### src/rtl/board_pkg.sv
//////////////////////////////////////////////////
// Board shell package
// Field sizes, Wishbone and pin bundles, and the
// register map of the configuration block
//////////////////////////////////////////////////

package board_pkg;

  // Field widths
  localparam int unsigned BOOT_MODE_W = 2;
  localparam int unsigned FAN_LEVEL_W = 4;
  localparam int unsigned RTC_DIV_W   = 8;

  // soc_clk cycles per PWM step
  localparam int unsigned FAN_PRESCALE = 4;

  // RTC toggles every ten cycles out of reset
  localparam logic [RTC_DIV_W-1:0] RTC_HALF_DEFAULT = 8'd10;

  // Wishbone sizes, word addressed
  localparam int unsigned WB_ADR_W = 4;
  localparam int unsigned WB_DAT_W = 32;

  localparam int unsigned RST_SYNC_STAGES = 2;

  localparam logic [WB_DAT_W-1:0] BOARD_ID = 32'hB0A2_5E11;

  //////////////////////////////////////////////////
  // Bus and pin bundles
  //////////////////////////////////////////////////

  typedef struct packed {
    logic                cyc;
    logic                stb;
    logic                we;
    logic [WB_ADR_W-1:0] adr;
    logic [WB_DAT_W-1:0] dat;
  } wb_req_t;

  typedef struct packed {
    logic                ack;
    logic [WB_DAT_W-1:0] dat;
  } wb_rsp_t;

  // Outputs of the SPI host, enables are active high
  typedef struct packed {
    logic       sck;
    logic       sck_en;
    logic [1:0] csb;
    logic [1:0] csb_en;
    logic [3:0] sd;
    logic [3:0] sd_en;
  } spi_pins_t;

  // SD card pins in SPI mode
  typedef struct packed {
    logic       sclk;
    logic       cmd;
    logic       dat3;
    logic [1:0] dat21;
    logic       reset;
  } sd_pins_t;

  //////////////////////////////////////////////////
  // Register map and slave states
  //////////////////////////////////////////////////

  typedef enum logic [WB_ADR_W-1:0] {
    REG_CTRL   = 4'd0,
    REG_BOOT   = 4'd1,
    REG_FAN    = 4'd2,
    REG_RTC    = 4'd3,
    REG_STATUS = 4'd4,
    REG_ID     = 4'd5
  } cfg_reg_e;

  typedef enum logic {
    WB_IDLE,
    WB_ACK
  } wb_state_e;

endpackage
### src/rtl/board_shell_top.sv
//////////////////////////////////////////////////
// Board shell top
// Reset, RTC, fan and boot control around the SoC,
// plus the SPI to SD card pin mapping
//////////////////////////////////////////////////

`timescale 1ns/10ps

module board_shell_top (
  input  logic                          soc_clk,
  input  logic                          rst_n,
  input  logic                          test_mode_i,
  input  logic [board_pkg::BOOT_MODE_W-1:0] boot_mode_i,
  input  logic [board_pkg::FAN_LEVEL_W-1:0] fan_sw_i,
  input  board_pkg::wb_req_t            wb_i,
  output board_pkg::wb_rsp_t            wb_o,
  input  board_pkg::spi_pins_t          spih_i,
  output logic [3:0]                    spih_sd_o,
  input  logic                          sd_cd_i,
  input  logic                          sd_dat0_i,
  output board_pkg::sd_pins_t           sd_o,
  output logic [board_pkg::BOOT_MODE_W-1:0] boot_mode_o,
  output logic [board_pkg::BOOT_MODE_W-1:0] boot_safety_o,
  output logic                          fan_pwm_o,
  output logic                          rtc_clk_o
);

  import board_pkg::*;

  logic                   rst_sync_n;
  logic [FAN_LEVEL_W-1:0] fan_level;
  logic [RTC_DIV_W-1:0]   rtc_half;
  logic                   sd_power_en;

  //////////////////////////////////////////////////
  // Reset
  //////////////////////////////////////////////////

  board_rstgen u_rstgen (
    .soc_clk      ( soc_clk     ),
    .rst_n        ( rst_n       ),
    .test_mode_i  ( test_mode_i ),
    .rst_sync_n_o ( rst_sync_n  )
  );

  //////////////////////////////////////////////////
  // Configuration and timers
  //////////////////////////////////////////////////

  board_cfg_regs u_cfg_regs (
    .soc_clk       ( soc_clk       ),
    .rst_n         ( rst_sync_n    ),
    .wb_i          ( wb_i          ),
    .wb_o          ( wb_o          ),
    .boot_mode_i   ( boot_mode_i   ),
    .fan_sw_i      ( fan_sw_i      ),
    .sd_cd_i       ( sd_cd_i       ),
    .test_mode_i   ( test_mode_i   ),
    .rtc_clk_i     ( rtc_clk_o     ),
    .boot_mode_o   ( boot_mode_o   ),
    .boot_safety_o ( boot_safety_o ),
    .fan_level_o   ( fan_level     ),
    .rtc_half_o    ( rtc_half      ),
    .sd_power_en_o ( sd_power_en   )
  );

  rtc_divider u_rtc_divider (
    .soc_clk       ( soc_clk    ),
    .rst_n         ( rst_sync_n ),
    .half_period_i ( rtc_half   ),
    .rtc_clk_o     ( rtc_clk_o  )
  );

  fan_pwm u_fan_pwm (
    .soc_clk   ( soc_clk    ),
    .rst_n     ( rst_sync_n ),
    .level_i   ( fan_level  ),
    .fan_pwm_o ( fan_pwm_o  )
  );

  //////////////////////////////////////////////////
  // SD card in SPI mode
  //////////////////////////////////////////////////

  // Idle lines float high when the host releases them
  assign sd_o.sclk  = spih_i.sck_en    ? spih_i.sck    : 1'b1;
  assign sd_o.dat3  = spih_i.csb_en[0] ? spih_i.csb[0] : 1'b1;
  assign sd_o.cmd   = spih_i.sd_en[0]  ? spih_i.sd[0]  : 1'b1;
  // DAT1 and DAT2 unused in SPI mode
  assign sd_o.dat21 = 2'b11;
  // Low reset powers the card
  assign sd_o.reset = ~sd_power_en;

  // DAT0 is the card's MISO, on host data line 1
  assign spih_sd_o = {2'b00, sd_dat0_i, 1'b0};

endmodule

### src/rtl/fan_pwm.sv
//////////////////////////////////////////////////
// Fan PWM
// Prescaled 16-step PWM, level sampled once per
// period so the duty never jumps mid period
//////////////////////////////////////////////////

`timescale 1ns/10ps

module fan_pwm (
  input  logic                          soc_clk,
  input  logic                          rst_n,
  input  logic [board_pkg::FAN_LEVEL_W-1:0] level_i,
  output logic                          fan_pwm_o
);

  import board_pkg::*;

  localparam int unsigned PRE_W = $clog2(FAN_PRESCALE);

  logic [PRE_W-1:0]       pre_q;
  logic [FAN_LEVEL_W-1:0] step_q;
  logic [FAN_LEVEL_W-1:0] step_d;
  logic [FAN_LEVEL_W-1:0] level_q;
  logic [FAN_LEVEL_W-1:0] level_d;
  logic                   tick;
  logic                   pwm_q;

  assign tick = (pre_q == PRE_W'(FAN_PRESCALE - 1));

  // Next step and level, the level is sampled as the step wraps
  always_comb begin
    step_d  = step_q;
    level_d = level_q;
    if (tick) begin
      step_d = step_q + FAN_LEVEL_W'(1);
      if (step_q == '1) begin
        level_d = level_i;
      end
    end
  end

  always_ff @(posedge soc_clk or negedge rst_n) begin
    if (!rst_n) begin
      pre_q   <= '0;
      step_q  <= '0;
      level_q <= '0;
      pwm_q   <= 1'b0;
    end else begin
      pre_q   <= tick ? '0 : pre_q + PRE_W'(1);
      step_q  <= step_d;
      level_q <= level_d;
      // Registered compare keeps the pin free of glitches
      pwm_q   <= (step_d < level_d);
    end
  end

  assign fan_pwm_o = pwm_q;

  a_off_at_zero : assert property (
    @(posedge soc_clk) disable iff (!rst_n) (level_q == '0) |-> !fan_pwm_o)
    else $error("fan PWM high with a zero level");

endmodule

### src/rtl/rtc_divider.sv
//////////////////////////////////////////////////
// RTC divider
// Toggles the real-time clock every half period of
// soc_clk cycles
//////////////////////////////////////////////////

`timescale 1ns/10ps

module rtc_divider (
  input  logic                        soc_clk,
  input  logic                        rst_n,
  input  logic [board_pkg::RTC_DIV_W-1:0] half_period_i,
  output logic                        rtc_clk_o
);

  import board_pkg::*;

  logic [RTC_DIV_W-1:0] cnt_q;
  // Half period in use for the current phase
  logic [RTC_DIV_W-1:0] half_q;
  logic                 rtc_q;
  logic                 toggle;

  assign toggle = (cnt_q == half_q - RTC_DIV_W'(1));

  always_ff @(posedge soc_clk or negedge rst_n) begin
    if (!rst_n) begin
      cnt_q  <= '0;
      half_q <= RTC_HALF_DEFAULT;
      rtc_q  <= 1'b0;
    end else if (toggle) begin
      // New setting only at a toggle, so no phase is cut short
      cnt_q  <= '0;
      half_q <= half_period_i;
      rtc_q  <= ~rtc_q;
    end else begin
      cnt_q <= cnt_q + RTC_DIV_W'(1);
    end
  end

  assign rtc_clk_o = rtc_q;

  a_cnt_in_range : assert property (
    @(posedge soc_clk) disable iff (!rst_n) cnt_q < half_q)
    else $error("RTC counter beyond the latched half period");

endmodule

### src/rtl/board_cfg_regs.sv
//////////////////////////////////////////////////
// Board configuration registers
// Wishbone classic slave that steers boot mode,
// fan level, RTC half period and SD card power
//////////////////////////////////////////////////

`timescale 1ns/10ps

module board_cfg_regs (
  input  logic                          soc_clk,
  input  logic                          rst_n,
  input  board_pkg::wb_req_t            wb_i,
  output board_pkg::wb_rsp_t            wb_o,
  input  logic [board_pkg::BOOT_MODE_W-1:0] boot_mode_i,
  input  logic [board_pkg::FAN_LEVEL_W-1:0] fan_sw_i,
  input  logic                          sd_cd_i,
  input  logic                          test_mode_i,
  input  logic                          rtc_clk_i,
  output logic [board_pkg::BOOT_MODE_W-1:0] boot_mode_o,
  output logic [board_pkg::BOOT_MODE_W-1:0] boot_safety_o,
  output logic [board_pkg::FAN_LEVEL_W-1:0] fan_level_o,
  output logic [board_pkg::RTC_DIV_W-1:0]   rtc_half_o,
  output logic                          sd_power_en_o
);

  import board_pkg::*;

  wb_state_e state_q;
  logic      wr_en;

  logic [WB_DAT_W-1:0]    rdata;

  // Register fields
  logic                   sd_power_q;
  logic [BOOT_MODE_W-1:0] boot_host_q;
  logic [BOOT_MODE_W-1:0] boot_safe_q;
  logic [FAN_LEVEL_W-1:0] fan_level_q;
  logic                   fan_ovr_q;
  logic [RTC_DIV_W-1:0]   rtc_half_q;

  //////////////////////////////////////////////////
  // Slave FSM
  //////////////////////////////////////////////////

  // One ack per request, then back to idle
  always_ff @(posedge soc_clk or negedge rst_n) begin
    if (!rst_n) begin
      state_q <= WB_IDLE;
    end else begin
      case (state_q)
        WB_IDLE: begin
          if (wb_i.cyc && wb_i.stb) begin
            state_q <= WB_ACK;
          end
        end
        default: state_q <= WB_IDLE;
      endcase
    end
  end

  assign wb_o.ack = (state_q == WB_ACK);
  assign wb_o.dat = wb_o.ack ? rdata : '0;

  // Commit on the ack edge
  assign wr_en = wb_o.ack && wb_i.cyc && wb_i.stb && wb_i.we;

  //////////////////////////////////////////////////
  // Registers
  //////////////////////////////////////////////////

  always_ff @(posedge soc_clk or negedge rst_n) begin
    if (!rst_n) begin
      sd_power_q  <= 1'b1;
      boot_host_q <= '0;
      boot_safe_q <= '0;
      fan_level_q <= '0;
      fan_ovr_q   <= 1'b0;
      rtc_half_q  <= RTC_HALF_DEFAULT;
    end else if (wr_en) begin
      case (cfg_reg_e'(wb_i.adr))
        REG_CTRL: sd_power_q <= wb_i.dat[0];
        REG_BOOT: begin
          boot_host_q <= wb_i.dat[1:0];
          boot_safe_q <= wb_i.dat[3:2];
        end
        REG_FAN: begin
          fan_level_q <= wb_i.dat[3:0];
          fan_ovr_q   <= wb_i.dat[8];
        end
        REG_RTC: begin
          // A zero half period would stall the divider
          if (wb_i.dat[7:0] == '0) begin
            rtc_half_q <= RTC_DIV_W'(1);
          end else begin
            rtc_half_q <= wb_i.dat[7:0];
          end
        end
        default: ;
      endcase
    end
  end

  // Read mux, unmapped words return zero
  always_comb begin
    rdata = '0;
    case (cfg_reg_e'(wb_i.adr))
      REG_CTRL: rdata[0] = sd_power_q;
      REG_BOOT: rdata[3:0] = {boot_safe_q, boot_host_q};
      REG_FAN: begin
        rdata[3:0] = fan_level_q;
        rdata[8]   = fan_ovr_q;
      end
      REG_RTC: rdata[7:0] = rtc_half_q;
      REG_STATUS: begin
        rdata[1:0] = boot_mode_i;
        rdata[7:4] = fan_sw_i;
        rdata[8]   = sd_cd_i;
        rdata[9]   = test_mode_i;
        rdata[10]  = rtc_clk_i;
      end
      REG_ID: rdata = BOARD_ID;
      default: rdata = '0;
    endcase
  end

  //////////////////////////////////////////////////
  // Outputs
  //////////////////////////////////////////////////

  // Boot and power pins land one edge after the write
  always_ff @(posedge soc_clk or negedge rst_n) begin
    if (!rst_n) begin
      boot_mode_o   <= '0;
      boot_safety_o <= '0;
      sd_power_en_o <= 1'b1;
    end else begin
      boot_mode_o   <= boot_mode_i | boot_host_q;
      boot_safety_o <= boot_safe_q;
      sd_power_en_o <= sd_power_q;
    end
  end

  // Switches rule unless software takes over
  assign fan_level_o = fan_ovr_q ? fan_level_q : fan_sw_i;
  assign rtc_half_o  = rtc_half_q;

  a_ack_single : assert property (
    @(posedge soc_clk) disable iff (!rst_n) wb_o.ack |=> !wb_o.ack)
    else $error("ack held high for two cycles");

  a_rtc_half_nonzero : assert property (
    @(posedge soc_clk) disable iff (!rst_n) rtc_half_o != '0)
    else $error("RTC half period is zero");

endmodule

### src/rtl/board_rstgen.sv
//////////////////////////////////////////////////
// Board reset generator
// Asserts asynchronously and releases in sync with
// soc_clk; test mode passes the pin straight through
//////////////////////////////////////////////////

`timescale 1ns/10ps

module board_rstgen (
  input  logic soc_clk,
  input  logic rst_n,
  input  logic test_mode_i,
  output logic rst_sync_n_o
);

  import board_pkg::*;

  // Release chain, fills with ones after the pin rises
  logic [RST_SYNC_STAGES-1:0] sync_q;

  always_ff @(posedge soc_clk or negedge rst_n) begin
    if (!rst_n) begin
      sync_q <= '0;
    end else begin
      sync_q <= {sync_q[RST_SYNC_STAGES-2:0], 1'b1};
    end
  end

  // Scan and test runs need the reset under direct pin control
  assign rst_sync_n_o = test_mode_i ? rst_n : sync_q[RST_SYNC_STAGES-1];

endmodule

### config.mk
export PLATFORM = sky130hd
export DESIGN_NAME = board_shell_top
export DESIGN_NICKNAME = d
export VERILOG_FILES = /design/src/rtl/board_pkg.sv /design/src/rtl/board_shell_top.sv /design/src/rtl/fan_pwm.sv /design/src/rtl/rtc_divider.sv /design/src/rtl/board_cfg_regs.sv /design/src/rtl/board_rstgen.sv
export SDC_FILE = /design/constraint.sdc
export NUM_CORES = 1
export LEC_CHECK = 0
export BUFFER_PORTS_ARGS = -buffer_cell sky130_fd_sc_hd__buf_2
export CAP_MARGIN = 20
export CELL_PAD_IN_SITES_DETAIL_PLACEMENT = 1
export CELL_PAD_IN_SITES_GLOBAL_PLACEMENT = 2
export CORE_MARGIN = 2
export CORE_UTILIZATION = 31
export CTS_CLUSTER_SIZE = 28
export DETAILED_ROUTE_END_ITERATION = 16
export PLACE_DENSITY_LB_ADDON = 0.2
export SLEW_MARGIN = 20
export SYNTH_ARGS = -nofsm -noshare
export SYNTH_HDL_FRONTEND = slang
export SYNTH_HIERARCHICAL = 1
export SYNTH_SLANG_ARGS = --single-unit
### constraint.sdc
create_clock -name soc_clk -period 1.9 [get_ports soc_clk]
set_input_delay 0.38 -clock soc_clk [delete_from_list [all_inputs] [get_ports soc_clk]]
set_output_delay 0.38 -clock soc_clk [all_outputs]
set_load 0.02 [all_outputs]
# Word-level counts from Yosys, hierarchy flattened
# Cells that the tools add are included.
# W data, S select, Z words.
classes:
  n_addsub: 4
  magnitude_cmp: 1
  eq_ne: 8
  mux: 21
  bitwise: 3
  reduce_logical: 10
op_table:
  columns: ["cell", "count"]
  rows:
  - ["$mux W32", 1]
  - ["$mux W21", 1]
  - ["$mux W4", 4]
  - ["$mux W8", 2]
  - ["$pmux W4 S3", 1]
  - ["$add A8 B1 Y8 const B", 1]
  - ["$eq A4 B2 Y1 const B", 2]
  - ["$eq A4 B3 Y1 const B", 2]
  - ["$eq A8 B8 Y1", 1]
  - ["$logic_not A8 Y1", 1]
  - ["$reduce_and A2 Y1", 4]
  - ["$sub A8 B1 Y8 const B", 1]
  - ["$mux W1", 6]
  - ["$pmux W1 S6", 1]
  - ["$pmux W2 S3", 1]
  - ["$add A4 B1 Y4 const B", 1]
  - ["$eq A4 B1 Y1 const B", 1]
  - ["$eq A4 B4 Y1 const B", 1]
  - ["$logic_and A1 B1 Y1", 4]
  - ["$logic_not A4 Y1", 1]
  - ["$lt A4 B4 Y1", 1]
  - ["$pmux W1 S4", 1]
  - ["$pmux W2 S2", 1]
  - ["$add A2 B1 Y2 const B", 1]
  - ["other kinds (5)", 6]
word_totals:
  regBits: 54
  elab_cells: 65

# Longest topological paths before layout
# Gate-level depths: netlist of the first run.
logic_depth:
  depth_word: 4
  ltp_mapped: 8
  ltp_nobuf: 8

# Hierarchy
# The synthesis of the first run kept the hierarchy.
modules_own_cells:
  columns: ["module", "n_inst", "cells_per_inst", "area_per_inst_um2", "seq_area_each_um2"]
  rows:
  - ["board_cfg_regs", 1, 131, 1467.7, 605.6]
  - ["rtc_divider", 1, 85, 1001.0, 427.9]
  - ["fan_pwm", 1, 36, 503.0, 275.3]
  - ["board_shell_top", 1, 12, 75.1, 0.0]
  - ["board_rstgen", 1, 4, 68.8, 50.0]

# Worst setup path after synthesis of the first run
# Ideal clock, no wire load.
synth_timing:
  path_kind: "reg2reg"
  start: "register u_rtc_divider.half_q[1]"
  end: "register u_rtc_divider.half_q[6]"
  setup_ps: 125
  t_arrival_ps: 1909
  t_required_ps: 1775
  slack_ps: -134
  path_stages_with_launch: 9
  path_buffers: 1
  synth_period_minus_slack_ps: 2034
  cell_sequence: "dfstp_2 > inv_1 > ha_1 > xnor2_1 > a21o_1 > o21ai_1 > nand4_4 > buf_6 > mux2_4"
synth_between:
  elab_chain_cells: 2
synth_lines:
  columns: ["item", "line", "text"]
  rows:
  - ["start, declared", "rtc_divider.sv:20", "logic [RTC_DIV_W-1:0] half_q;"]
  - ["start signal, assigned", "rtc_divider.sv:34", "half_q <= half_period_i;"]
  - ["$sub A8 B1 Y8", "rtc_divider.sv:24", "assign toggle = (cnt_q == half_q - RTC_DIV_W'(1));"]
  - ["$eq A8 B8 Y1", "rtc_divider.sv:24", null]
# Every way passes these cells.
# A chain may end at the register's enable or synchronous reset.

==> results of run 1 <==
==> power breakdown <==
part           leakage [nW]  total, mW  switching, mW  internal (mW)
clock network        0.0591      0.822          0.419          0.403
registers             0.674       1.20         0.0172           1.18
logic                  1.27      0.320          0.187          0.133
total                  2.00       2.34          0.623           1.72
==> layout by cell type, fill, tap and decap left out, drive strengths merged, types with 5 or more instances in the layout <==
cell    count
nand4       9
buf       107
conb       18
inv        11
nand3       6
xnor2      16
nor4        5
and2        8
ha          7
dfrtp      48
clkbuf      5
dfstp       6
mux2       37
a22oi       6
nor3        5
nor2       11
==> critical path: stages (launching register included) <==
cell,delay (ns)
dfrtp_1,0.38
or3b_4,0.41
a311oi_2,0.22
a41o_1,0.15
buf_6,0.13
==> timing repair <==
action,4_1_cts,5_1_grt
setup endpoints to repair,34,55
resized for setup,77,15
cloned,2,0
hold endpoints to repair,2,0
hold buffers,1,0
buffers inserted,5,3
pin swaps,18,7
==> final cells by class <==
type / instances / area [um^2]
Sequential cell: 54 / 1359
Clock inverter: 3 / 47.55
Fill cell: 1077 / 5510
Tap cell: 133 / 166.4
Timing Repair Buffer: 108 / 839.6
Clock buffer: 5 / 68.82
Multi-Input combinational cell: 187 / 1749
Inverter: 9 / 33.78
==> per-stage QoR <==
step | setup slack (ns) | utilization (%) | hold slack [ns]
floorplan | -0.02734 | - | 0.08441
CTS | -0.2099 | 42.95 | 0.1213
global placement | -0.07827 | 38.24 | 0.1711
global route | -0.1354 | 43.63 | 0.1310
finish | -0.07756 | 43.63 | 0.1246
detailed placement | -0.1286 | 38.24 | 0.1780
==> logic make-up (layout without fill, tap and decap cells) <==
family	after synthesis	after routing	synth area share (%)
AND/OR/NAND/NOR	74	76	17.59
flip-flops	54	54	43.61
buffers and inverters	43	125	9.036
multiplexers	40	40	14.70
AO/OA/AOI/OAI	26	26	5.904
XOR/XNOR	20	20	5.864
adder cells (fa/ha/maj)	7	7	2.811
other	4	18	0.4818
==> worst max-delay path by stage <==
stage,from,end,depth (start not counted)
floorplan,u_rtc_divider/half_q[1],u_rtc_divider/half_q[6],8
global placement,wb_i[35],wb_o[1],6
detailed placement,wb_i[35],wb_o[1],6
CTS,u_cfg_regs/state_q,wb_o[1],5
global route,u_cfg_regs/state_q,wb_o[1],4
finish,u_cfg_regs/state_q,wb_o[1],4
==> routing by layer <==
metal,global-route usage (%),vias up,wire (um)
met5,0,-,0
met4,3.475,0,46
met3,3.133,4,293
met2,26.27,42,3965
met1,20.12,1152,3668
li1,-,1091,-
==> registers in the layout, indices dropped and copies added, names as in the netlist, 4 cells and up <==
register	flops
u_fan_pwm/step_q	4
u_cfg_regs/fan_level_q	4
u_cfg_regs/rtc_half_o	8
u_rtc_divider/cnt_q	8
u_fan_pwm/level_q	4
u_rtc_divider/half_q	8
==> flow_metrics.env, run 1 <==
export IMPL_gr_total_overflow=0
export IMPL_cts_tree="built"
export IMPL_synth_cell_type_count=55
export IMPL_area_growth_pct=36.87
export IMPL_via_per_inst=4.587
export IMPL_powerDensity_mw_per_mm2=548.9
export IMPL_cts_buffer_depth=2
export IMPL_timing_fmax_mhz=505.7
export IMPL_placed_cell_area_mm2=0.003737
export IMPL_antenna_found_initial=0
export IMPL_placed_cells=482
export IMPL_grt_pass1_wl_mm=13.40
export IMPL_synth_area_per_cell_um2=11.62
export IMPL_wire_per_inst_um=15.98
export IMPL_syn_area_mm2=0.003115
export IMPL_status="complete, but fails checks"
export IMPL_dr_pass1_iters=4
export IMPL_violations="negative setup slack"
export IMPL_r2r_start="u_rtc_divider/half_q[1]"
export IMPL_clk_pin_slew_worst_paths_ns=0.11
export IMPL_r2r_end="u_rtc_divider/half_q[4]"
export IMPL_die_h_um=104.3
export IMPL_holdCritPathClass="input pin to async pin"
export IMPL_ys_seq_elements=54
export IMPL_hold_viol=0
export IMPL_via_count=2289
export IMPL_ir_worst_vdd_v=0.0002447
export IMPL_synth_seq_area_share_pct=43.61
export IMPL_crit_required_ns=1.52
export IMPL_rows=36
export IMPL_period_share_pct=104.1
export IMPL_final_min_clock_period_ns=1.978
export IMPL_die_w_um=104.3
export IMPL_ys_flop_type="dfrtp_1"
export IMPL_rsz0062_at_grt="true"
export IMPL_synth_most_common_cell="dfrtp_1"
export IMPL_ys_warnings_count=6
export IMPL_setup_viol=17
export IMPL_maxSlewViolCount=0
export IMPL_stdcell_area_mm2=0.004264
export IMPL_clock_root_buffer="clkbuf_8"
export IMPL_end_kind="output port"
export IMPL_layout_drive_gt1_share_pct=54.64
export IMPL_drcViolationCount=0
export IMPL_core_area_mm2=0.009774
export IMPL_power_mw=2.340
export IMPL_dp_hpwl_mm=5.842
export IMPL_ant_nets=0
export IMPL_nets=436
export IMPL_num_antenna_cells=0
export IMPL_path_max_fanout=2
export IMPL_path_class="flip-flop to output port"
export IMPL_clkLatencyLatePin_ns=0.32
export IMPL_synth_area_leaders="dfrtp_1, mux2_2, buf_4"
export IMPL_yosys_top_cells_count="dfrtp_1, mux2_2, buf_4"
export IMPL_synth_edff_count=0
export IMPL_port_buffers=62
export IMPL_ioPinCount=113
export IMPL_routed_wl_mm=7.973
export IMPL_cts_buffers=5
export IMPL_yosys_area_top_type_share_pct=38.55
export IMPL_async_flop_share_pct=100.0
export IMPL_startpoint_type="flip-flop"
export IMPL_fin_skew_ns=0.01071
export IMPL_initial_utilization_pct=31.87
export IMPL_synth_area_leader_cell="dfrtp_1"
export IMPL_p_leak_nw=2.005
export IMPL_synth_cells=268
export IMPL_grt_max_degree=33
export IMPL_setup_ws_ns=-0.07756
export IMPL_tns_ns=-0.5697
export IMPL_cts_max_level=2
export IMPL_r2r_slack_ns=-0.06
export IMPL_clock_sinks=54
export IMPL_grt_pass1_vias=2547
export IMPL_track_usage_pct=15.39
export IMPL_stdcell_count=499
export IMPL_drt_iter0_markers=86
export IMPL_place_congestion=0.7296
export IMPL_crit_arrival_ns=1.60
export IMPL_reg2reg_depth=7
export IMPL_cap_viol_max_count=0
export IMPL_die_area_mm2=0.01087
Power figures use the tool's default switching activity.
==> inputs of run 2 (changes only) <==
--- a/config.mk
+++ b/config.mk
@@ -15,4 +15,5 @@
 export DETAILED_ROUTE_END_ITERATION = 16
 export PLACE_DENSITY_LB_ADDON = 0.2
+export SKIP_LAST_GASP = 1
 export SLEW_MARGIN = 20
 export SYNTH_ARGS = -nofsm -noshare
==> constraint.sdc (replaced) <==
create_clock -name soc_clk -period 2.2 [get_ports soc_clk]
set_input_delay 0.33 -clock soc_clk [delete_from_list [all_inputs] [get_ports soc_clk]]
set_output_delay 0.33 -clock soc_clk [all_outputs]
set_load 0.02 [all_outputs]
==> run 2 against run 1 <==
  * The run now ends clean
  * Register-to-register slack gained 0.19 ns
  * Final cell count shrank 7.2%
  * Global-route usage shrank 2.3 points
==> flow_metrics.env, run 2 (synthesis results as in run 1) <==
export IMPL_fin_util_pct=37.08
export IMPL_seq_area_mm2=0.001359
export IMPL_n_fill_cell=1147
export IMPL_multi_input_comb_area_mm2=0.001539
export IMPL_initial_utilization_pct=31.87
export IMPL_hold_viol=0
export IMPL_worst_pin_slew_ns=0.7116
export IMPL_dr_pass1_iters=3
export IMPL_drcViolationCount=0
export IMPL_grt_pass1_vias=2222
export IMPL_holdCritPathClass="input pin to flip-flop"
export IMPL_place_congestion=0.7460
export IMPL_grt_pass1_wl_mm=11.49
export IMPL_cts_tree="built"
export IMPL_power_mw=1.924
export IMPL_path_max_fanout=10
export IMPL_die_w_um=104.3
export IMPL_ant_nets=0
export IMPL_hold_ws_ns=0.2230
export IMPL_final_min_clock_period_ns=2.074
export IMPL_stdcell_count=463
export IMPL_die_h_um=104.3
export IMPL_p_leak_nw=1.742
export IMPL_r2r_slack_ns=0.13
export IMPL_critical_path_buf_inv_count=2
export IMPL_reg2reg_depth=8
export IMPL_ir_worst_vdd_v=0.0002592
export IMPL_crit_required_ns=2.40
export IMPL_crit_chain="inv_1, ha_1, xnor2_1, a21o_1, o21ai_1, nand4_4, buf_12, mux2_4"
export IMPL_clk_pin_slew_worst_paths_ns=0.10
export IMPL_mostFrequentLayoutCells="buf_2, dfrtp_1, mux2_2, conb_1, xnor2_1"
export IMPL_tns_ns=0
export IMPL_cap_viol_max_count=0
export IMPL_rows=36
export IMPL_grt_max_degree=53
export IMPL_path_class="flip-flop to flip-flop"
export IMPL_die_area_mm2=0.01087
export IMPL_fin_skew_ns=0.01051
export IMPL_critPathMaxStageDelay_ns=0.54
export IMPL_startpoint_type="flip-flop"
export IMPL_r2r_end="u_rtc_divider/half_q[6]"
export IMPL_via_count=2112
export IMPL_wire_per_inst_um=14.74
export IMPL_antenna_found_initial=0
export IMPL_ioPinCount=113
export IMPL_hold_path_endpoint="u_cfg_regs/boot_mode_o[0]"
export IMPL_hp_start="boot_mode_i[0]"
export IMPL_routed_wl_mm=6.826
export IMPL_nets=400
export IMPL_gr_total_overflow=0
export IMPL_drt_iter0_markers=54
export IMPL_area_growth_pct=16.35
export IMPL_cts_buffer_depth=2
export IMPL_slowest_stage="dfstp_2"
export IMPL_maxSlewViolCount=0
export IMPL_port_buffers=62
export IMPL_max_slew_margin_rel_pct=52.56
export IMPL_powerDensity_mw_per_mm2=530.7
export IMPL_clock_root_buffer="clkbuf_8"
export IMPL_status="complete, no violations"
export IMPL_clkLatencyLatePin_ns=0.31
export IMPL_via_per_inst=4.562
export IMPL_num_antenna_cells=0
export IMPL_track_usage_pct=13.09
export IMPL_r2r_start="u_rtc_divider/half_q[1]"
export IMPL_whs_path_depth=2
export IMPL_timing_fmax_mhz=482.3
export IMPL_dp_hpwl_mm=5.325
export IMPL_cts_max_level=2
export IMPL_mostFrequentLayoutCell="buf_2"
export IMPL_layout_drive_gt1_share_pct=43.64
export IMPL_placed_cells=454
export IMPL_clock_sinks=54
export IMPL_crit_arrival_ns=2.28
export IMPL_period_share_pct=94.25
export IMPL_setup_viol=0
export IMPL_core_area_mm2=0.009774
export IMPL_rsz0062_at_grt="false"
export IMPL_cp_top_family="flip-flops"
export IMPL_cts_buffers=5
export IMPL_end_kind="flip-flop"
[run 2: cell count changes in the layout (fill, tap and decap cells not counted), sizes merged]
cell,delta
and3,-1
nand4,-1
clkbuf,+1
inv,-2
buf,-34
clkinv,+1
[run 2: stage by stage]
| step | area (um^2) | worst slack, ns |
|---|---|---|
| 4_1_cts | 3616 | 0.09690 |
| 5_1_grt | 3625 | 0.03251 |
| 3_3_place_gp | 3492 | 0.1431 |
| 3_5_place_dp | 3492 | 0.09880 |
| 6_report | 3625 | 0.1264 |
| 2_1_floorplan | 3168 | 0.1660 |
[run 2: cell type report]
class                   count  area share, %
clock inverters             2          1.070
repair buffers             74          11.46
multi-input cells         185          42.46
flip-flops and latches     54          37.49
inverters                   9         0.9320
well taps                 133          4.591
clock buffers               6          2.002
[run 2: per-layer routing]
metal | vias up | GRT usage (%) | share of wire, %
met4 | 0 | 2.606 | 0.66
met1 | 1053 | 17.43 | 47
met5 | - | 0 | 0
met2 | 39 | 22.09 | 49
met3 | 4 | 2.694 | 3.7
li1 | 1016 | - | -
[run 2: worst max-delay path by stage]
stage               cells past startpoint                    start                      end
floorplan                               8  u_rtc_divider/half_q[1]  u_rtc_divider/half_q[6]
global placement                        8  u_rtc_divider/half_q[1]  u_rtc_divider/half_q[6]
detailed placement                      8  u_rtc_divider/half_q[1]  u_rtc_divider/half_q[6]
CTS                                     8  u_rtc_divider/half_q[1]  u_rtc_divider/half_q[6]
global route                            8  u_rtc_divider/half_q[1]  u_rtc_divider/half_q[0]
finish                                  8  u_rtc_divider/half_q[1]  u_rtc_divider/half_q[6]
[run 2: where the power goes]
part           internal [mW]  total, mW  switching [mW]
Sequential              1.02       1.03          0.0150
Combinational         0.0794      0.220           0.141
Clock                  0.342      0.669           0.326
[run 2: what timing repair did]
item / 4_1_cts / 5_1_grt
setup endpoints to repair: 1 / 2
endpoints found under the hold margin: 2 / 0
buffers inserted: 0 / 0
gates cloned: 0 / 0
resized for setup: 1 / 2
hold buffers: 1 / 0
